--- src/hw/exu_pkg.sv ---
package exu_pkg;

    // data and address width
    localparam int xlen       = 64;
    localparam int reg_addr_w = 5;
    localparam int nregs      = 32;
    // one enable per byte of a double word
    localparam int mask_w     = xlen / 8;
    // address bits picking the byte inside a double word
    localparam int lane_w     = 3;

    // sequential pc step
    localparam logic [xlen-1:0] inst_bytes = 4;
    // dnpc out of reset
    localparam logic [xlen-1:0] reset_pc   = '0;

    // decoded operation, immediate already selected by decode
    typedef enum logic [5:0] {
        // register forms
        op_add, op_sub, op_and, op_or, op_xor,
        op_slt, op_sltu, op_sll, op_srl, op_sra,
        // immediate forms
        op_addi, op_andi, op_ori, op_xori,
        op_slti, op_sltiu, op_slli, op_srli, op_srai,
        // upper immediates and jumps
        op_lui, op_auipc, op_jal, op_jalr,
        // conditional branches
        op_beq, op_bne, op_blt, op_bge, op_bltu, op_bgeu,
        // loads, the u forms zero extend
        op_lb, op_lh, op_lw, op_ld, op_lbu, op_lhu, op_lwu,
        // stores
        op_sb, op_sh, op_sw, op_sd
    } exu_op_e;

endpackage

--- src/hw/exu_regfile.sv ---
module exu_regfile (
    input  logic                          clk,
    input  logic                          arst_n,
    input  logic                          we,
    input  logic [exu_pkg::reg_addr_w-1:0] waddr,
    input  logic [exu_pkg::xlen-1:0]       wdata,
    input  logic [exu_pkg::reg_addr_w-1:0] raddr_a,
    input  logic [exu_pkg::reg_addr_w-1:0] raddr_b,
    output logic [exu_pkg::xlen-1:0]       rdata_a,
    output logic [exu_pkg::xlen-1:0]       rdata_b
);

    logic [exu_pkg::xlen-1:0] regs [exu_pkg::nregs];

    // x0 is never written
    always_ff @(posedge clk or negedge arst_n) begin
        if (!arst_n) begin
            for (int i = 0; i < exu_pkg::nregs; i++) begin
                regs[i] <= '0;
            end
        end else if (we && waddr != '0) begin
            regs[waddr] <= wdata;
        end
    end

    // combinational reads, x0 forced to zero
    assign rdata_a = (raddr_a == '0) ? '0 : regs[raddr_a];
    assign rdata_b = (raddr_b == '0) ? '0 : regs[raddr_b];

endmodule

--- config.mk ---
export PLATFORM = sky130hd
export DESIGN_NAME = exu_regfile
export DESIGN_NICKNAME = d
export VERILOG_FILES = /design/src/hw/exu_pkg.sv /design/src/hw/exu_regfile.sv
export SDC_FILE = /design/constraint.sdc
export NUM_CORES = 2
export LEC_CHECK = 0
export BUFFER_PORTS_ARGS = -buffer_cell sky130_fd_sc_hd__buf_2
export CAP_MARGIN = 5
export CORE_MARGIN = 2
export CORE_UTILIZATION = 35
export DETAILED_ROUTE_END_ITERATION = 12
export GPL_TIMING_DRIVEN = 0
export PLACE_DENSITY = 0.53
export SLEW_MARGIN = 30
export SYNTH_ARGS = -nofsm -noshare
export SYNTH_HDL_FRONTEND = slang
export SYNTH_SLANG_ARGS = --single-unit
--- constraint.sdc ---
create_clock -name clk -period 8.7 [get_ports clk]
set_clock_uncertainty 0.2 [all_clocks]
set_input_delay 1.74 -clock clk [delete_from_list [all_inputs] [get_ports clk]]
set_output_delay 1.74 -clock clk [all_outputs]
set_load 0.005 [all_outputs]
==> metrics <==
drt via density=6.47; Routed Antenna Nets=0; Seq pwr share=42.1%; critical path, cell by cell=buf_2 > buf_2 > buf_4 > buf_2 > buf_2 > nor3b_2 > buf_4 > nor4_2 > buf_2; Critical Path Stages=9; min-delay worst type=flop to flop; TritonCTS clock tree=built; first-pass GRT wire length=707000 um; initial antenna violation count=93; DR iter-0 viols=10200; Switch Pwr=8.94 mW; post-synthesis sequential area ratio=47.3%; M3 GR Usage=12.0%; CTS Buf Count=237; Layout Area Growth over Synthesis=16.6%; P_int=21.3 mW; Final #Nets=7616; io pins=210; pre-CTS setup slack=0.894 ns; die area=314000 um^2; grt peak-use layer=met2; R2R Setup Slk=7.66 ns; Final Max Slew Viols=0; vias=77000; clk root buf=clkbuf_16; total gr overflow=0; Port Buf Inserts=201; die span in y=561 um; most numerous cell in the Yosys netlist=dfrtp_1; simple-gate portion of the synthesized area=1.41%; Final Hold Vio Count=0; # fillers=28100; total wire length=536000 um; routed length per placed instance=45.1 um; CORE AREA=309000 um^2; Least-Margin Pin Slew=1.16 ns; Die X-Extent=561 um; final setup TNS=0 ns; crit path kind=input pin to output port; Cells after DPL=11400; Rows=204; Compound-Gate Fraction of Synth Area=2.14%; adder-cell area share of the yosys netlist=0%; number of remaining DRC errors=0; Yosys reg bits=2048; Cells after Synth=6963; Resized cells post-CTS=0; max_slew headroom=22.5%; Clock Sinks=2048; Final min period=8.03 ns; Yosys top cell area share=47.3%; ranking of synthesized cells by area=dfrtp_1, mux2_2, mux4_2; Post-synth EDFFs=0; reg2reg start=regs[720]; RSZ-0062 raised after global routing=no; synth warn=0; Reg clk slew, reported paths=0.06 ns; crit path max fanout=10; layout cells sized above 1=55.4%; Non-Filler Instances=11900; XOR/XNOR Fraction of Synth Area=0%; hold_buf cts=0; LEAKAGE=55.3 nW; pwr dens=239 nW/um^2; nature of the critical path endpoint=output port; RR Endpoint=regs[720]; DP HPWL=370000 um; achievable frequency=0.124 GHz; 1st-pass router iterations=6; worst path arrival time=6.09 ns; largest registers=regs: 2048 flops; Tcrit/Tclk final=92.3%; CP max stage delay=0.73 ns; Clk pwr share=35.7%; Final Worst Setup Slack=0.668 ns; mux share of post-synthesis cell area=45.9%; placer congestion estimate=0.979; dpl cell area=118000 um^2; met1 usage=42.2%; IR drop worst, VDD=175 uV; top post-synthesis cells by count=dfrtp_1, mux2_2, mux4_2; Synth area leader=dfrtp_1; delay-heaviest family, CP=buffers and inverters; worst skew pair latency=0.95 ns; htree depth=4; most used cell, CP=buf_2; CP max-delay cell=buf_2; share of total power in combinational logic=22.2%; syn nets=7045; Synth cell types=48; Avg Cell Area, Syn=15.6 um^2; Setup crit end=rdata_a[28]; vias in the first global route=76700; Worst Setup Start Kind=input pin; Largest Register=regs; Post-Layout Inst Area=126000 um^2; Starting Density=35.1%; Setup Fix Bufs, Post-CTS=0; largest net degree at the start of global routing=120; Sw Ratio=29.6%; max reg flops=2048; GRT Total Usage=33.6%; final total power=30.2 mW; R2R depth=1; main combinational cell family by area after synthesis=multiplexers; CTS max path bufs=4; status=finished, final reports clean; # setup viols final=0; worst endpoint required time=6.76 ns; crit path buf inv count=7; number of max-cap violations=0; critical path launch point=raddr_a[2]; Async SR Flop Fraction=100%; Main synth FF type=dfrtp_1; grt met2 use=47.6%; synthesized area=108000 um^2
-- cell type report --
class                      instances  area, um^2  share of cell area, %
sequential                      2048       51200                   40.5
multi-input combinational       4108       53900                   42.6
buffer                           807        3880                   3.07
clock buffer                     340        6900                   5.46
antenna                           51         128                  0.101
tap                             4120        5150                   4.08
clock inverter                    94        1300                   1.03
timing repair buffer             332        3970                   3.14
-- power groups by stage --
stage	Clock [mW]	Combinational, mW	Sequential (mW)
6_report	10.8	6.71	12.7
5_1_grt	11.2	6.96	12.9
4_1_cts	10.8	6.61	12.6
3_5_place_dp	0	6.59	12.8
3_3_place_gp	0	6.31	12.7
2_1_floorplan	0	4.38	12.3
-- logic make-up after synthesis --
kind of cell | after synthesis
buffers and inverters | 807
muxes | 3510
AOI/OAI and AO/OA | 328
and+or+nand+nor | 270
DFF | 2048
-- cells in the final DEF (no fill, tap or decap), types with 17 or more instances in the layout --
cell type / n
a22oi_1: 26
buf_12: 27
buf_16: 80
buf_2: 517
buf_4: 56
buf_6: 17
bufinv_16: 28
clkbuf_1: 333
clkbuf_16: 241
clkbuf_2: 139
clkbuf_8: 50
clkinv_2: 45
dfrtp_1: 2048
diode_2: 51
mux2_2: 2008
mux2i_1: 520
mux4_2: 968
nand2_1: 27
nor2b_1: 34
nor3_1: 17
o22a_1: 17
o22ai_1: 182
or2_1: 71
-- how the worst min path moves through the flow --
stage          cells after the start       start  slack, ns         end
6_report                           1  regs[2027]       0.26  regs[2027]
5_1_grt                            1  regs[2020]       0.27  regs[2020]
4_1_cts                            1  regs[2027]       0.26  regs[2027]
3_5_place_dp                       1  regs[2027]       0.24  regs[2027]
3_3_place_gp                       1  regs[2038]       0.24  regs[2038]
2_1_floorplan                      1  regs[1987]       0.22  regs[1987]
-- metal layers --
layer	vias to the layer above	routed length, um
li1	28200	-
met1	42000	202000
met2	5310	226000
met3	1534	62100
met4	57	45400
met5	-	662
-- through the flow --
| stage | util (%) | hold slack (ns) |
|---|---|---|
| after floorplan | - | 0.225 |
| after global placement | 37.1 | 0.240 |
| after detailed placement | 38.3 | 0.244 |
| after CTS | 40.9 | 0.257 |
| after global routing | 40.9 | 0.271 |
| final | 41.0 | 0.256 |
Power figures use the tool's default switching activity.
