<file path="src/hw/exu_pkg.sv">
package exu_pkg;

    // data and address width
    localparam int xlen       = 64;
    localparam int reg_addr_w = 5;
    localparam int nregs      = 32;
    // one enable per byte of a double word
    localparam int mask_w     = xlen / 8;
    // address bits picking the byte inside a double word
    localparam int lane_w     = 3;

    // sequential pc step
    localparam logic [xlen-1:0] inst_bytes = 4;
    // dnpc out of reset
    localparam logic [xlen-1:0] reset_pc   = '0;

    // decoded operation, immediate already selected by decode
    typedef enum logic [5:0] {
        // register forms
        op_add, op_sub, op_and, op_or, op_xor,
        op_slt, op_sltu, op_sll, op_srl, op_sra,
        // immediate forms
        op_addi, op_andi, op_ori, op_xori,
        op_slti, op_sltiu, op_slli, op_srli, op_srai,
        // upper immediates and jumps
        op_lui, op_auipc, op_jal, op_jalr,
        // conditional branches
        op_beq, op_bne, op_blt, op_bge, op_bltu, op_bgeu,
        // loads, the u forms zero extend
        op_lb, op_lh, op_lw, op_ld, op_lbu, op_lhu, op_lwu,
        // stores
        op_sb, op_sh, op_sw, op_sd
    } exu_op_e;

endpackage

</file>
<file path="src/hw/exu_commit.sv">
module exu_commit (
    input  logic                           clk,
    input  logic                           arst_n,
    input  logic                           issue_req,
    input  exu_pkg::exu_op_e               op,
    input  logic [exu_pkg::reg_addr_w-1:0] rd,
    input  logic [exu_pkg::reg_addr_w-1:0] rs1,
    input  logic [exu_pkg::reg_addr_w-1:0] rs2,
    input  logic [exu_pkg::xlen-1:0]       imm,
    input  logic [exu_pkg::xlen-1:0]       pc,
    input  logic [exu_pkg::xlen-1:0]       alu_result,
    input  logic                           alu_write,
    input  logic [exu_pkg::xlen-1:0]       next_pc,
    input  logic                           lsu_done,
    input  logic [exu_pkg::xlen-1:0]       ld_data,
    input  logic                           ld_write,
    output logic                           issue_ack,
    output logic                           start,
    output exu_pkg::exu_op_e               l_op,
    output logic [exu_pkg::reg_addr_w-1:0] l_rd,
    output logic [exu_pkg::reg_addr_w-1:0] l_rs1,
    output logic [exu_pkg::reg_addr_w-1:0] l_rs2,
    output logic [exu_pkg::xlen-1:0]       l_imm,
    output logic [exu_pkg::xlen-1:0]       l_pc,
    output logic                           wb_valid,
    output logic [exu_pkg::reg_addr_w-1:0] wb_rd,
    output logic [exu_pkg::xlen-1:0]       wb_data,
    output logic [exu_pkg::xlen-1:0]       dnpc
);

    typedef enum logic [1:0] {st_idle, st_exec, st_wait_lsu, st_ack_hold} state_e;

    state_e                   state;
    logic                     commit;
    logic [exu_pkg::xlen-1:0] result;

    assign commit = (state == st_wait_lsu) && lsu_done;
    // load data wins over the alu path
    assign result = ld_write ? ld_data : alu_result;

    // edge 1 latch + start, edge 2 lsu done, edge 3 commit and ack
    always_ff @(posedge clk or negedge arst_n) begin
        if (!arst_n) begin
            state     <= st_idle;
            issue_ack <= 1'b0;
            start     <= 1'b0;
            wb_valid  <= 1'b0;
            dnpc      <= exu_pkg::reset_pc;
        end else begin
            start    <= 1'b0;
            wb_valid <= 1'b0;
            case (state)
                st_idle: begin
                    if (issue_req) begin
                        start <= 1'b1;
                        state <= st_exec;
                    end
                end
                st_exec: state <= st_wait_lsu;
                st_wait_lsu: begin
                    if (commit) begin
                        issue_ack <= 1'b1;
                        // x0 writes are dropped
                        wb_valid  <= (ld_write || alu_write) && l_rd != '0;
                        dnpc      <= next_pc;
                        state     <= st_ack_hold;
                    end
                end
                st_ack_hold: begin
                    // ack stays up until req is seen low
                    if (!issue_req) begin
                        issue_ack <= 1'b0;
                        state     <= st_idle;
                    end
                end
                default: state <= st_idle;
            endcase
        end
    end

    // instruction latch and write-back payload
    always_ff @(posedge clk) begin
        if (state == st_idle && issue_req) begin
            l_op  <= op;
            l_rd  <= rd;
            l_rs1 <= rs1;
            l_rs2 <= rs2;
            l_imm <= imm;
            l_pc  <= pc;
        end
        if (commit) begin
            wb_rd   <= l_rd;
            wb_data <= result;
        end
    end

endmodule

</file>
<file path="config.mk">
export PLATFORM = sky130hd
export DESIGN_NAME = exu_commit
export DESIGN_NICKNAME = d
export VERILOG_FILES = /design/src/hw/exu_pkg.sv /design/src/hw/exu_commit.sv
export SDC_FILE = /design/constraint.sdc
export NUM_CORES = 1
export LEC_CHECK = 0
export BUFFER_PORTS_ARGS = -buffer_cell sky130_fd_sc_hd__buf_2
export CAP_MARGIN = 20
export CORE_AREA = 2 2 245 247
export DETAILED_ROUTE_END_ITERATION = 6
export DIE_AREA = 0 0 247 249
export HOLD_SLACK_MARGIN = 0.12
export MAX_ROUTING_LAYER = met4
export SYNTH_ARGS = -nofsm -noshare
export SYNTH_HDL_FRONTEND = slang
export SYNTH_SLANG_ARGS = --single-unit
</file>
<file path="constraint.sdc">
create_clock -name clk -period 14.04 [get_ports clk]
set_input_delay 0.702 -clock clk [delete_from_list [all_inputs] [get_ports clk]]
set_output_delay 0.702 -clock clk [all_outputs]
set_load 0.01 [all_outputs]
</file>
==> summary.md <==
| Metric | Value |
|---|---|
| Total Nets Final | 1456 |
| Iter 0 DRT Violations | 192 |
| Max-capacitance violation count | 0 |
| Syn Nets | 802 |
| Cells along the critical path | inv_1, ha_1, and2_4, buf_4, buf_4, mux2_2 |
| Global-route wire length before repair | 42100 µm |
| Vias after detailed routing | 6669 |
| Final cycle utilization of the critical path | 0.228 |
| Initial Util | 0.173 |
| Per-cell routed wire length | 16.2 µm |
| Peak supply drop | 0.115 mV |
| Critical Path Slowest Stage Cell | buf_4 |
| Maximum number of pins on one net before global-route repair | 78 |
| Hold_ws | 0.269 ns |
| Syn. warnings | 0 |
| CTS sink cnt | 287 |
| Residual DRC count | 0 |
| Placed Cells incl. Taps | 1845 |
| Clock transition at the registers of the reported paths | 0.06 ns |
| Power per unit of standard cell area | 177 mW/mm² |
| Max Clk Rate | 0.312 GHz |
| Final setup TNS | 0 ns |
| Met3 layer wire length in the routed design | 2830 µm |
| Synth Cell Area | 0.0102 mm² |
| Worst Setup Start Kind | register |
| Clock latency on the worst-skew pair | 0.57 ns |
| Data arrival time of the critical path | 3.65 ns |
| Part of the Yosys area used for sequential elements | 0.814 |
| Global Route Usage Sum | 0.0935 |
| Die boundary width | 247 µm |
| Largest stage delay, worst path | 0.81 ns |
| Synth-to-layout area growth | 49.2% |
| Core region area | 0.0587 mm² |
| P_leak | 6.52 nW |
| Root cell of the clock tree | clkbuf_16 |
| Via density | 3.50 |
| Placement-stage worst setup slack | 10.64 ns |
| Fin cells | 1905 |
| Post-cts sizing count | 0 |
| Worst Tran Pin Value | 0.991 ns |
| Detailed-placement wirelength estimate | 24100 µm |
| Detailed-route wire length on metal 1 | 11500 µm |
| Die outline height | 249 µm |
| Clock tree from TritonCTS | yes |
| Critical path buffer and inverter count | 3 |
| Core Util, Final | 0.258 |
| Per-instance average area after synthesis | 22.5 µm² |
| RSZ-0062 raised after global routing | false |
| Flop and latch count out of synthesis | 287 |
| Fraction of layout instances using a drive strength above 1 | 0.717 |
| Pins Over Slew Limit | 0 |
| Max transition margin | 0.340 |
| CP endpoint kind | register |
| PnR Total Power | 2.69 mW |
| Remaining number of nets flagged by the antenna check after routing | 0 |
| Standard-cell rows | 89 |
| Worst min-delay path class | in -> async |
| Maximum fanout along the worst path | 61 |
| Max H-tree Level | 1 |
| Worst clock skew | 0.0111 ns |
| Final-report hold violation count | 0 |
| Number of post-CTS setup repair buffers | 0 |
| Length of routed met2 wiring | 15700 µm |
| Total routed wirelength | 30800 µm |
| RePlAce Congestion | 0.884 |
| Total setup violations reported at the end of the flow | 0 |
| Instance count of the mapped netlist | 451 |
| Distinct cells, synth | 16 |
| DIE AREA | 0.0615 mm² |
| Area of all placed cells without fillers | 0.0152 mm² |
| Port Buf Inserts | 631 |
| Number of global-route vias before repair | 6867 |
| Placed instance area | 0.0142 mm² |
| Hold bufs inserted after CTS | 0 |
| Cell class contributing the biggest share of worst-path delay | buffers and inverters |
| Most common cell on crit path | buf_4 |
| Required time of the worst setup path | 14.49 ns |
| Residual overflow from global routing | 0 |
| Number of iterations in the first detailed-routing pass | 4 |
| Worst-case clock buffer depth | 3 |
| Highest Signal Layer | met4 |
| Critical path class | reg -> reg |
| CTS buffer count | 31 |
| Initial antenna violation count | 5 |
| Run status | complete, no violations |
| PnR worst setup slack | 10.84 ns |
| # IOs | 632 |
| Post-layout min period | 3.20 ns |
-- cells in the mapped netlist (all sizes together) --
master  number  area share
edfxtp     218        0.64
mux2       129        0.16
dfrtp       69        0.17
buf         14       0.013
ha           4      0.0049
inv          4      0.0015
o21ai        4      0.0020
mux2i        3      0.0030
and2         2      0.0015
nor2         2     0.00074
a21oi        1     0.00049
nor3         1     0.00049
-- state kept, by name, summed over array words and instances, names as in the netlist --
name and flops:
l_pc 64, wb_rd 5, issue_ack 1, state 2, wb_valid 1, wb_data 64, l_rs2 5, l_imm 64
start 1, l_rs1 5, l_rd 5, l_op 6, dnpc 64
-- layer usage --
metal	global-route usage	vias up
li1	-	3051
met1	0.0993	3209
met2	0.165	362
met3	0.0280	47
met4	0.0303	0
met5	-	-
-- worst reg2reg max path, stage by stage (launching register included) --
cell	delay [ns]
dfrtp_1	0.38
inv_1	0.12
ha_1	0.21
and2_4	0.52
buf_4	0.55
buf_4	0.82
mux2_2	0.48
-- layout by cell type (no fill, tap or decap) --
| cell | synthesis | layout |
|---|---|---|
| a21oi_1 | 1 | 1 |
| buf_4 | 0 | 5 |
| mux2i_1 | 3 | 3 |
| o21ai_0 | 4 | 4 |
| ha_1 | 4 | 4 |
| mux2_2 | 89 | 89 |
| clkinv_2 | 0 | 2 |
| mux2_4 | 40 | 40 |
| edfxtp_1 | 218 | 218 |
| clkinvlp_4 | 0 | 1 |
| nor3_1 | 1 | 1 |
| and2_4 | 1 | 2 |
| clkbuf_1 | 0 | 9 |
| dfrtp_1 | 69 | 69 |
| clkinv_1 | 0 | 4 |
| clkbuf_16 | 0 | 34 |
| inv_4 | 0 | 1 |
| nor2_1 | 2 | 2 |
| clkbuf_8 | 0 | 3 |
| buf_2 | 9 | 630 |
| diode_2 | 0 | 6 |
| inv_1 | 4 | 4 |
-- power breakdown --
part / leakage (nW) / internal, mW / switching [mW]
clock: 0.470 / 0.451 / 0.323
sequential: 2.82 / 1.16 / 0.0855
combinational: 3.23 / 0.320 / 0.346
total: 6.52 / 1.93 / 0.755
-- cell type report --
| class | count | area [µm²] |
|---|---|---|
| inverters | 4 | 15.0 |
| multi-input cells | 146 | 1740 |
| well taps | 773 | 967 |
| clock buffers | 46 | 926 |
| clock inverters | 8 | 38.8 |
| flip-flops and latches | 287 | 8270 |
| repair buffers | 635 | 3190 |
| fillers | 6056 | 43500 |
| diodes | 6 | 15.0 |
-- worst paths after layout --
kind                          start         to  slack (ns)  depth (start not counted)
hold reg to reg             dnpc[4]    dnpc[4]        0.50                          1
min in group clk            imm[44]  l_imm[44]        0.31                          1
hold / removal               arst_n   dnpc[59]        0.27                          1
max in group asynchronous    arst_n   dnpc[51]       13.18                          1
setup / recovery           state[0]   dnpc[35]       10.84                          6
setup reg to reg           state[0]   dnpc[35]       10.84                          6
-- logic make-up after synthesis --
family / synth area share
flip-flops: 0.814
multiplexers: 0.161
buffers and inverters: 0.0149
AO/OA/AOI/OAI: 0.00246
AND/OR/NAND/NOR: 0.00271
adder cells (fa/ha/maj): 0.00493
Power figures use the tool's default switching activity.
