### src/hw/exu_pkg.sv
package exu_pkg;

    // data and address width
    localparam int xlen       = 64;
    localparam int reg_addr_w = 5;
    localparam int nregs      = 32;
    // one enable per byte of a double word
    localparam int mask_w     = xlen / 8;
    // address bits picking the byte inside a double word
    localparam int lane_w     = 3;

    // sequential pc step
    localparam logic [xlen-1:0] inst_bytes = 4;
    // dnpc out of reset
    localparam logic [xlen-1:0] reset_pc   = '0;

    // decoded operation, immediate already selected by decode
    typedef enum logic [5:0] {
        // register forms
        op_add, op_sub, op_and, op_or, op_xor,
        op_slt, op_sltu, op_sll, op_srl, op_sra,
        // immediate forms
        op_addi, op_andi, op_ori, op_xori,
        op_slti, op_sltiu, op_slli, op_srli, op_srai,
        // upper immediates and jumps
        op_lui, op_auipc, op_jal, op_jalr,
        // conditional branches
        op_beq, op_bne, op_blt, op_bge, op_bltu, op_bgeu,
        // loads, the u forms zero extend
        op_lb, op_lh, op_lw, op_ld, op_lbu, op_lhu, op_lwu,
        // stores
        op_sb, op_sh, op_sw, op_sd
    } exu_op_e;

endpackage

### src/hw/exu_lsu.sv
module exu_lsu (
    input  logic                       clk,
    input  logic                       arst_n,
    input  logic                       start,
    input  exu_pkg::exu_op_e           op,
    input  logic [exu_pkg::xlen-1:0]   addr,
    input  logic [exu_pkg::xlen-1:0]   src2,
    input  logic                       mem_ack,
    input  logic [exu_pkg::xlen-1:0]   mem_rdata,
    output logic                       mem_req,
    output logic                       mem_we,
    output logic [exu_pkg::xlen-1:0]   mem_addr,
    output logic [exu_pkg::xlen-1:0]   mem_wdata,
    output logic [exu_pkg::mask_w-1:0] mem_wmask,
    output logic                       done,
    output logic [exu_pkg::xlen-1:0]   ld_data,
    output logic                       ld_write
);

    typedef enum logic [1:0] {st_idle, st_req, st_wait_drop, st_finish} state_e;

    state_e                      state;
    logic                        is_load;
    logic                        is_store;
    logic [exu_pkg::lane_w-1:0]  lane;
    logic [exu_pkg::mask_w-1:0]  size_mask;
    logic [exu_pkg::xlen-1:0]    rdata_q;
    logic [exu_pkg::xlen-1:0]    rdata_sh;

    assign is_load  = op inside {[exu_pkg::op_lb:exu_pkg::op_lwu]};
    assign is_store = op inside {[exu_pkg::op_sb:exu_pkg::op_sd]};
    assign lane     = addr[exu_pkg::lane_w-1:0];
    // op and addr stay latched in commit until done
    assign ld_write = is_load;

    // store byte enables at lane 0, zero for anything else
    always_comb begin
        case (op)
            exu_pkg::op_sb: size_mask = 8'h01;
            exu_pkg::op_sh: size_mask = 8'h03;
            exu_pkg::op_sw: size_mask = 8'h0f;
            exu_pkg::op_sd: size_mask = 8'hff;
            default:        size_mask = '0;
        endcase
    end

    // four-phase port: req up, wait ack, req down, wait ack low
    always_ff @(posedge clk or negedge arst_n) begin
        if (!arst_n) begin
            state   <= st_idle;
            mem_req <= 1'b0;
            done    <= 1'b0;
        end else begin
            done <= 1'b0;
            case (state)
                st_idle: begin
                    if (start && (is_load || is_store)) begin
                        mem_req <= 1'b1;
                        state   <= st_req;
                    end else if (start) begin
                        // no memory access, done right away
                        done <= 1'b1;
                    end
                end
                st_req: begin
                    if (mem_ack) begin
                        mem_req <= 1'b0;
                        state   <= st_wait_drop;
                    end
                end
                st_wait_drop: begin
                    if (!mem_ack) begin
                        state <= st_finish;
                    end
                end
                st_finish: begin
                    done  <= 1'b1;
                    state <= st_idle;
                end
                default: state <= st_idle;
            endcase
        end
    end

    // request payload loaded once, held through the handshake
    always_ff @(posedge clk) begin
        if (state == st_idle && start) begin
            mem_we    <= is_store;
            mem_addr  <= {addr[exu_pkg::xlen-1:exu_pkg::lane_w], {exu_pkg::lane_w{1'b0}}};
            mem_wdata <= src2 << {lane, 3'b000};
            mem_wmask <= size_mask << lane;
        end
        // read data valid only while ack is high
        if (state == st_req && mem_ack) begin
            rdata_q <= mem_rdata;
        end
    end

    // move the addressed bytes down to bit 0
    assign rdata_sh = rdata_q >> {lane, 3'b000};

    always_comb begin
        case (op)
            exu_pkg::op_lb:  ld_data = {{(exu_pkg::xlen-8){rdata_sh[7]}}, rdata_sh[7:0]};
            exu_pkg::op_lh:  ld_data = {{(exu_pkg::xlen-16){rdata_sh[15]}}, rdata_sh[15:0]};
            exu_pkg::op_lw:  ld_data = {{(exu_pkg::xlen-32){rdata_sh[31]}}, rdata_sh[31:0]};
            exu_pkg::op_lbu: ld_data = {{(exu_pkg::xlen-8){1'b0}}, rdata_sh[7:0]};
            exu_pkg::op_lhu: ld_data = {{(exu_pkg::xlen-16){1'b0}}, rdata_sh[15:0]};
            exu_pkg::op_lwu: ld_data = {{(exu_pkg::xlen-32){1'b0}}, rdata_sh[31:0]};
            // ld and non-loads
            default:         ld_data = rdata_q;
        endcase
    end

endmodule

### config.mk
export PLATFORM = sky130hd
export DESIGN_NAME = exu_lsu
export DESIGN_NICKNAME = d
export VERILOG_FILES = /design/src/hw/exu_pkg.sv /design/src/hw/exu_lsu.sv
export SDC_FILE = /design/constraint.sdc
export NUM_CORES = 1
export LEC_CHECK = 0
export BUFFER_PORTS_ARGS = -buffer_cell sky130_fd_sc_hd__buf_2
export CORE_AREA = 2 2 160 162
export CTS_BUF_LIST = sky130_fd_sc_hd__clkbuf_4
export DETAILED_ROUTE_END_ITERATION = 12
export DIE_AREA = 0 0 162 164
export PLACE_DENSITY = 0.74
export SLEW_MARGIN = 0
export SYNTH_ARGS = -nofsm -noshare
export SYNTH_HDL_FRONTEND = slang
export SYNTH_SLANG_ARGS = --single-unit
### constraint.sdc
create_clock -name clk -period 4 [get_ports clk]
set_input_delay 0.4 -clock clk [delete_from_list [all_inputs] [get_ports clk]]
set_output_delay 0.4 -clock clk [all_outputs]
set_load 0.02 [all_outputs]
==> results of run 1 <==
==> final timing paths <==
path                                               to  cells past startpoint
max in group asynchronous        state[1]$_DFFE_PN0P_                      2
hold reg to reg                   mem_req$_DFFE_PN0P_                      2
hold / removal                         done$_DFF_PN0_                      2
setup reg to reg                rdata_q[41]$_DFFE_PP_                      4
min in group clk           mem_wdata[2]$_SDFFCE_PP0P_                      2
setup / recovery                          ld_data[56]                      6
==> critical path, stage by stage, from the launching register on <==
cell,delay (ns)
edfxtp_1,0.50
mux2i_1,0.28
o22ai_2,0.13
o2111ai_4,0.46
o211ai_4,0.41
a21o_1,0.30
buf_2,0.16
==> area by class of cell <==
class / count / area, µm²
clock inverter: 24 / 126
inverter: 11 / 41.3
tap: 330 / 413
multi-input combinational: 529 / 4090
clock buffer: 65 / 488
antenna: 5 / 12.5
timing repair buffer: 546 / 3430
sequential: 202 / 6050
fill: 1977 / 10200
==> cell usage in the layout, fill, tap and decap left out, drive strengths merged, types with 21 or more instances in the layout <==
cell type / instances
buf: 420
edfxtp: 198
dlygate4sd3: 126
nand2: 97
mux2i: 78
clkbuf: 65
nor2: 46
a21oi: 43
mux4: 41
a21o: 32
o21ai: 31
clkinv: 21
==> layer usage <==
layer / vias to the layer above / wire length (µm) / global-route usage [%]
met5: - / 0 / 0
met3: 83 / 3000 / 6.01
met1: 4455 / 12700 / 28.9
li1: 4210 / - / -
met4: 0 / 1120 / 10.4
met2: 545 / 18700 / 47.6
==> synthesized netlist by cell type, types with 4 or more instances <==
cell	n	area share, %
a21oi_1	43	2.0
buf_1	4	0.14
inv_1	11	0.39
buf_2	20	0.95
mux4_2	41	8.7
nand3_1	14	0.66
mux2_2	8	0.85
dfrtp_1	4	0.95
mux2i_1	78	7.4
nor2_1	46	1.6
a21o_1	32	2.3
o21ai_0	28	1.3
buf_6	8	0.85
o22a_1	8	0.66
nor3_1	4	0.19
a22oi_1	15	1.1
buf_4	17	1.2
clkbuf_1	21	0.75
ha_1	4	0.47
a2bb2oi_1	6	0.50
o211ai_1	19	1.3
edfxtp_1	198	56
a31oi_1	7	0.41
o22ai_1	16	0.95
nand2_1	97	3.4
and3_1	8	0.47
and2_1	14	0.83
==> power by group <==
group | internal (µW) | total [µW] | switching [µW]
clock | 829 | 1690 | 862
combinational | 754 | 2080 | 1320
sequential | 2860 | 3060 | 199
total | 4440 | 6820 | 2380
==> cell families (layout without fill, tap and decap cells) <==
kind of cell	count (synthesis)	count (layout)	synth area share, %
flip-flops	202	202	57.2
buffers and inverters	81	646	4.29
multiplexers	127	127	17.0
AND/OR/NAND/NOR	203	203	8.59
adder cells (fa/ha/maj)	4	4	0.474
AO/OA/AOI/OAI	192	192	12.4
other	1	8	0.0355
==> through the flow <==
step,cells,hold WS (ns)
floorplan,812,0.104
global placement,1492,0.211
detailed placement,1492,0.213
CTS,1707,0.0263
global route,1711,0.0480
finish,1712,0.101
==> flip-flops by register name, summed over array words and instances (netlist names) <==
name	count
done	1
rdata_q	64
mem_wmask	8
mem_req	1
mem_we	1
state	2
mem_wdata	64
mem_addr	61
==> repair_timing <==
item | 4_1_cts | 5_1_grt
hold buffers | 126 | 0
hold endpoints to repair | 129 | 0
endpoints found under the setup margin | 0 | 0
==> summary by stage, run 1 <==
STA
The final worst-path cycle share is 81.9%. For the pin with the worst max-slew slack, the measured transition is 1.19 ns. Setup repair after global routing left no endpoint under its margin. For the final routed database, the setup TNS stands at 0 ns. The number of slew-limit violations in the final report came to 0. The number of hold-slack violations in the final timing report came to 0. For this run, the top clock speed supported by timing is 305 MHz.

The post-route minimum period is 3.27 ns. Once routing completed, OpenROAD measured the worst setup slack at 0.726 ns. The final-report setup violation count is 0.

For the final database, setup skew stands at 0.0405 ns. The worst relative slew slack is 20.4%.

Global route
The number of global-route vias before repair is 9351. The initial antenna violation count is 4. The first global-routing pass estimated 52.8 mm of wire. The pin count of the biggest net entering global routing is 71. Global routing used 25.9% of the available tracks across all layers. After global routing the overflow that remains totals 0.

Critical path
The timing startpoint of the critical path is rdata_q[63]$_DFFE_PP_. Data on the critical path is required at its endpoint by 3.60 ns. The arrival time at the worst endpoint is 2.87 ns.

The type of element capturing the critical path is an output port. The category of the worst setup path launch point is a flip-flop. The startpoint of the worst-slack reg-to-reg timing path is state[1]$_DFFE_PN0P_. The maximum fanout along the worst path is 32. The register-to-register setup slack is 1.87 ns.

The path type of the worst setup path is reg2out.

Logic synthesis
The total of warnings raised by yosys is 0. The post-synthesis instance total is 810. The cell area that synthesis handed to floorplanning was 0.0106 mm². After synthesis the netlist holds a flip-flop and latch count of 202. For this run, the register share of the synthesized area comes to 57.2%. A synthesized cell averages 13.0 µm². The synthesized netlist contains 54 unique library cells. The fraction of synthesis flops using an asynchronous set or reset pin is 1.98%. The commonest register cell after synthesis is edfxtp_1.

Counting flops with a built-in enable in the synthesized netlist gives 198.

Layout
Of the cells placed in the final design, the portion with a size suffix greater than 1 is 40.5%. The final layout contains 1548 nets. The finished cells cover 0.0147 mm². From synthesis to final layout, the design area changed by 38.6%.

At the end of the flow the core is filled with cells to 59.0%.

Clock network
The CTS buffer count is 52. The CTS sink count is 202. The largest buffer count on any clock path is 3. Clock-pin slew was measured on the worst setup and hold paths at 0.07 ns. The CTS tree is done. The buffer cell driving the clock tree root is clkbuf_4. Clock latency on the worst-skew pair, taken at its later pin, is 0.65 ns. After clock tree synthesis, the setup repair step added 0 buffers. In this run the number of H-tree levels came out at 2.

The count of cells resized by post-cts repair is 0.

Die
The die covers 0.0266 mm². The floorplan die width is 162 µm. In this run the standard cell core region covers 0.0248 mm².

The initial core utilization is 42.6%. The floorplan has 58 rows. Pin placement for this block handled 406 I/O pins. In this run the vertical extent of the chip is 164 µm.

Route
Using the TritonRoute via totals, the vias-per-cell ratio works out to 5.43. The remaining antenna violation count is 0. The first routing iteration left 754 violations.

Dividing the detail-routed wire length by the instance count gives 20.8 µm. The total routed wirelength is 35.6 mm. For this run, the detailed router's first-pass iteration total came to 5.

The number of vias after detailed routing is 9293. In the routed design, unresolved DRC markers number 0.

Hold path
The worst hold path belongs to the class in2async.

Power and ir drop
The largest voltage drop on the vdd net is 0.000257 V. The power per cell area is 466 mW/mm². The leakage power of the design is 0.00630 µW. The sum of internal, switching and leakage power is 6820 µW.

Placed design
Once placement finished, the instance area stood at 0.0128 mm². The final weighted congestion in routability-driven placement is 0.846. The count of buffers from port buffering is 402. Timing analysis after detailed placement gives a worst setup slack of 0.879 ns. The post-detailed-placement half-perimeter wirelength is 23.8 mm.

Flow run
Max-cap violations in this run came to 0.

Status
The run finished with clean final reports.
Power figures use the tool's default switching activity.
==> inputs of run 2 (changes only) <==
--- a/config.mk
+++ b/config.mk
@@ -6,11 +6,11 @@
 export NUM_CORES = 1
 export LEC_CHECK = 0
 export BUFFER_PORTS_ARGS = -buffer_cell sky130_fd_sc_hd__buf_2
-export CORE_AREA = 2 2 160 162
+export CORE_AREA = 2 2 158 160
 export CTS_BUF_LIST = sky130_fd_sc_hd__clkbuf_4
 export DETAILED_ROUTE_END_ITERATION = 12
-export DIE_AREA = 0 0 162 164
-export PLACE_DENSITY = 0.74
+export DIE_AREA = 0 0 160 162
+export PLACE_DENSITY = 0.73
 export SLEW_MARGIN = 0
 export SYNTH_ARGS = -nofsm -noshare
 export SYNTH_HDL_FRONTEND = slang
==> constraint.sdc (replaced) <==
create_clock -name clk -period 3.35 [get_ports clk]
set_input_delay 0.335 -clock clk [delete_from_list [all_inputs] [get_ports clk]]
set_output_delay 0.335 -clock clk [all_outputs]
set_load 0.02 [all_outputs]
==> run 2 against run 1 <==
Count of clock-buffer cells in the layout grew 6; critical path depth is the same; clock skew shrank 0.0058 ns; global-route usage shrank 0.18 points; die area shrank 2.4%; final cell count is essentially flat; sequential cell count is the same; non-clock buffer count grew 3; highest routed layer unchanged.
==> summary by stage, run 2 (synthesis results as in run 1) <==
Die
The I/O pin total is 406. The die covers 0.0259 mm². The initial core utilization is 43.8%. The area inside the core boundary is 0.0241 mm².

The die extent in y is 162 µm. The die is 160 µm wide. The number of rows in the core area is 57.

Clock network
Clock tree synthesis inserted a total of 51 buffers. The buffer cell driving the clock tree root is clkbuf_4. Counting every sink on the clock net gives 202.

The clock slew seen by the registers of the worst setup and hold paths is 0.07 ns. No sink is reached through more buffers than the 3 on the longest clock path. The CTS tree is done.

The clock tree synthesis step divided the H-tree into 2 levels. The source-to-sink clock delay at the later pin of the worst-skew pair is 0.65 ns. Post-CTS timing repair inserted 0 buffers for setup.

STA
The post-route minimum period is 3.17 ns. The number of slew-limit violations in the final report came to 0. The final worst-path cycle share is 94.5%. The post-route clock skew is 0.0346 ns. Setup repair after global routing left no endpoint under its margin. In the post-route analysis, the smallest setup slack over all paths is 0.183 ns. The setup TNS is 0 ns. The transition time of the tightest slew-check pin is 0.821 ns.

The worst relative slew slack is 45.2%. Setup violations remaining at the end of the flow were counted as 0. Static timing analysis puts the maximum clock frequency at 316 MHz.

The number of hold-slack violations in the final timing report came to 0.

Layout
Leaving out fill and tap cells, the most frequent cell in the layout is buf_2. Of the cells placed in the final design, the portion with a size suffix greater than 1 is 41.0%. At the end of the flow, the number of nets in the layout was 1551. Leaving out fill and tap cells, the most frequent cells in the layout are buf_2, edfxtp_1, dlygate4sd3_1. The storage element area is 0.00605 mm².

From synthesis to final layout, the design area changed by 39.7%. The largest registers in the layout are mem_wdata: 64 flops, rdata_q: 64 flops, mem_addr: 61 flops. The footprint of the multi-input gates is 0.00411 mm². The number of fill cells in the layout is 1862.

Critical path
The register-to-register setup slack is 1.30 ns. The startpoint of the worst-slack reg-to-reg timing path is state[0]$_DFFE_PN0P_. The worst flop-to-flop path endpoint is mem_addr[29]$_DFFE_PP_. The category of the worst setup path launch point is a flip-flop.

The required time reported for the critical path endpoint is 3.01 ns. STA classifies the critical path endpoint as an output port. Broken down by cell family, the worst path's largest delay share belongs to compound AO/OA/AOI/OAI gates. The maximum fanout along the worst path is 16. The depth of the worst register-to-register path is 4. The maximum single-stage delay on the critical path is 0.52 ns. The slowest stage cell on the critical path is o2111ai_4.

The sum of buffers and inverters on the critical path is 1. The worst setup path is of the reg2out kind. The arrival time at the worst endpoint is 2.83 ns. Walking the worst path, the cells encountered are mux2i_1 > o22ai_2 > o2111ai_4 > o211ai_4 > a21o_1 > buf_2.

Global route
The number of global-route vias before repair came to 9420. The global-route total usage across every layer is 25.7%. The pin count of the biggest net entering global routing is 111.

The first global-routing pass estimated 51.7 mm of wire. Global routing finished with a remaining overflow of 0. The initial antenna violation count was 7.

Power and ir drop
The largest voltage drop on the vdd net is 0.000386 V. The power per cell area is 559 mW/mm². The leakage power of the design is 0.00636 µW.

Hold path
The worst hold path belongs to the class in2reg. The destination of the worst hold path is mem_wdata[5]$_SDFFCE_PP0P_. The worst hold path cell count is 2. In this run the most critical hold path is launched from src2[5].

Route
Using the TritonRoute via totals, the vias-per-cell ratio works out to 5.47. The first routing iteration left 605 violations. In the final routed layout, each cell accounts on average for 20.5 µm. The total routed wirelength is 35.0 mm. The routed layout has 9365 vias. The first detailed-routing pass ran for 5 iterations. For this run, design rule violations remaining after detail routing come to 0. The remaining antenna violation count is 0.

Flow run
The number of max-cap violations is 0.

Placed design
The count of buffers from port buffering is 402. The final weighted congestion in routability-driven placement is 0.881. Prior to clock tree synthesis, the placed netlist has a worst setup slack of 0.510 ns. The post-detailed-placement half-perimeter wirelength is 22.8 mm.

Status
The run finished with clean final reports.
[run 2: final cells by class]
class / count / area share [%]
Antenna cell: 7 / 0.119
Sequential cell: 202 / 41.0
Clock inverter: 17 / 0.822
Clock buffer: 71 / 3.61
Inverter: 11 / 0.280
Multi-Input combinational cell: 530 / 27.9
Timing Repair Buffer: 549 / 23.6
Tap cell: 324 / 2.75
[run 2: stage by stage]
stage | cells | utilization, % | hold WS (ns) | power, µW | cell area [µm²]
CTS | 1703 | 61.1 | 0.00849 | 8250 | 14700
global route | 1711 | 61.2 | 0.0291 | 8640 | 14800
detailed placement | 1487 | 53.1 | 0.148 | 6020 | 12800
global placement | 1487 | 53.1 | 0.145 | 5970 | 12800
finish | 1711 | 61.2 | 0.0832 | 8250 | 14800
floorplan | 812 | - | 0.0394 | 5140 | 10600
[run 2: timing repair]
item / 4_1_cts / 5_1_grt
endpoints found under the setup margin: 0 / 31
hold buffers: 128 / 0
resized for setup: 0 / 1
hold endpoints to repair: 130 / 0
[run 2: how the worst max path moves through the flow]
stage,from,endpoint,cells past startpoint
6_report,rdata_q[47]$_DFFE_PP_,ld_data[49],6
3_5_place_dp,addr[1],ld_data[25],8
2_1_floorplan,state[0]$_DFFE_PN0P_,mem_addr[10]$_DFFE_PP_,3
3_3_place_gp,addr[1],ld_data[9],6
4_1_cts,rdata_q[47]$_DFFE_PP_,ld_data[33],6
5_1_grt,rdata_q[63]$_DFFE_PP_,ld_data[49],6
[run 2: where the power goes]
group          switching [µW]  internal, µW
registers                 234          3410
clock network             994          1130
logic                    1570           911
total                    2800          5450
[run 2: metal layers]
metal  GRT usage, %  share of wire [%]  up-vias
li1               -                  -     4224
met1           28.4                 35     4497
met2           46.1                 52      536
met3           6.21                8.9      108
met4           13.4                4.6        0
met5              0                  0        -
[run 2: worst register-to-register path, stage by stage, from the launching register on]
cell and delay (ns):
dfrtp_1 0.41, inv_1 0.10, ha_1 0.24, and2_4 0.48
buf_4 0.47
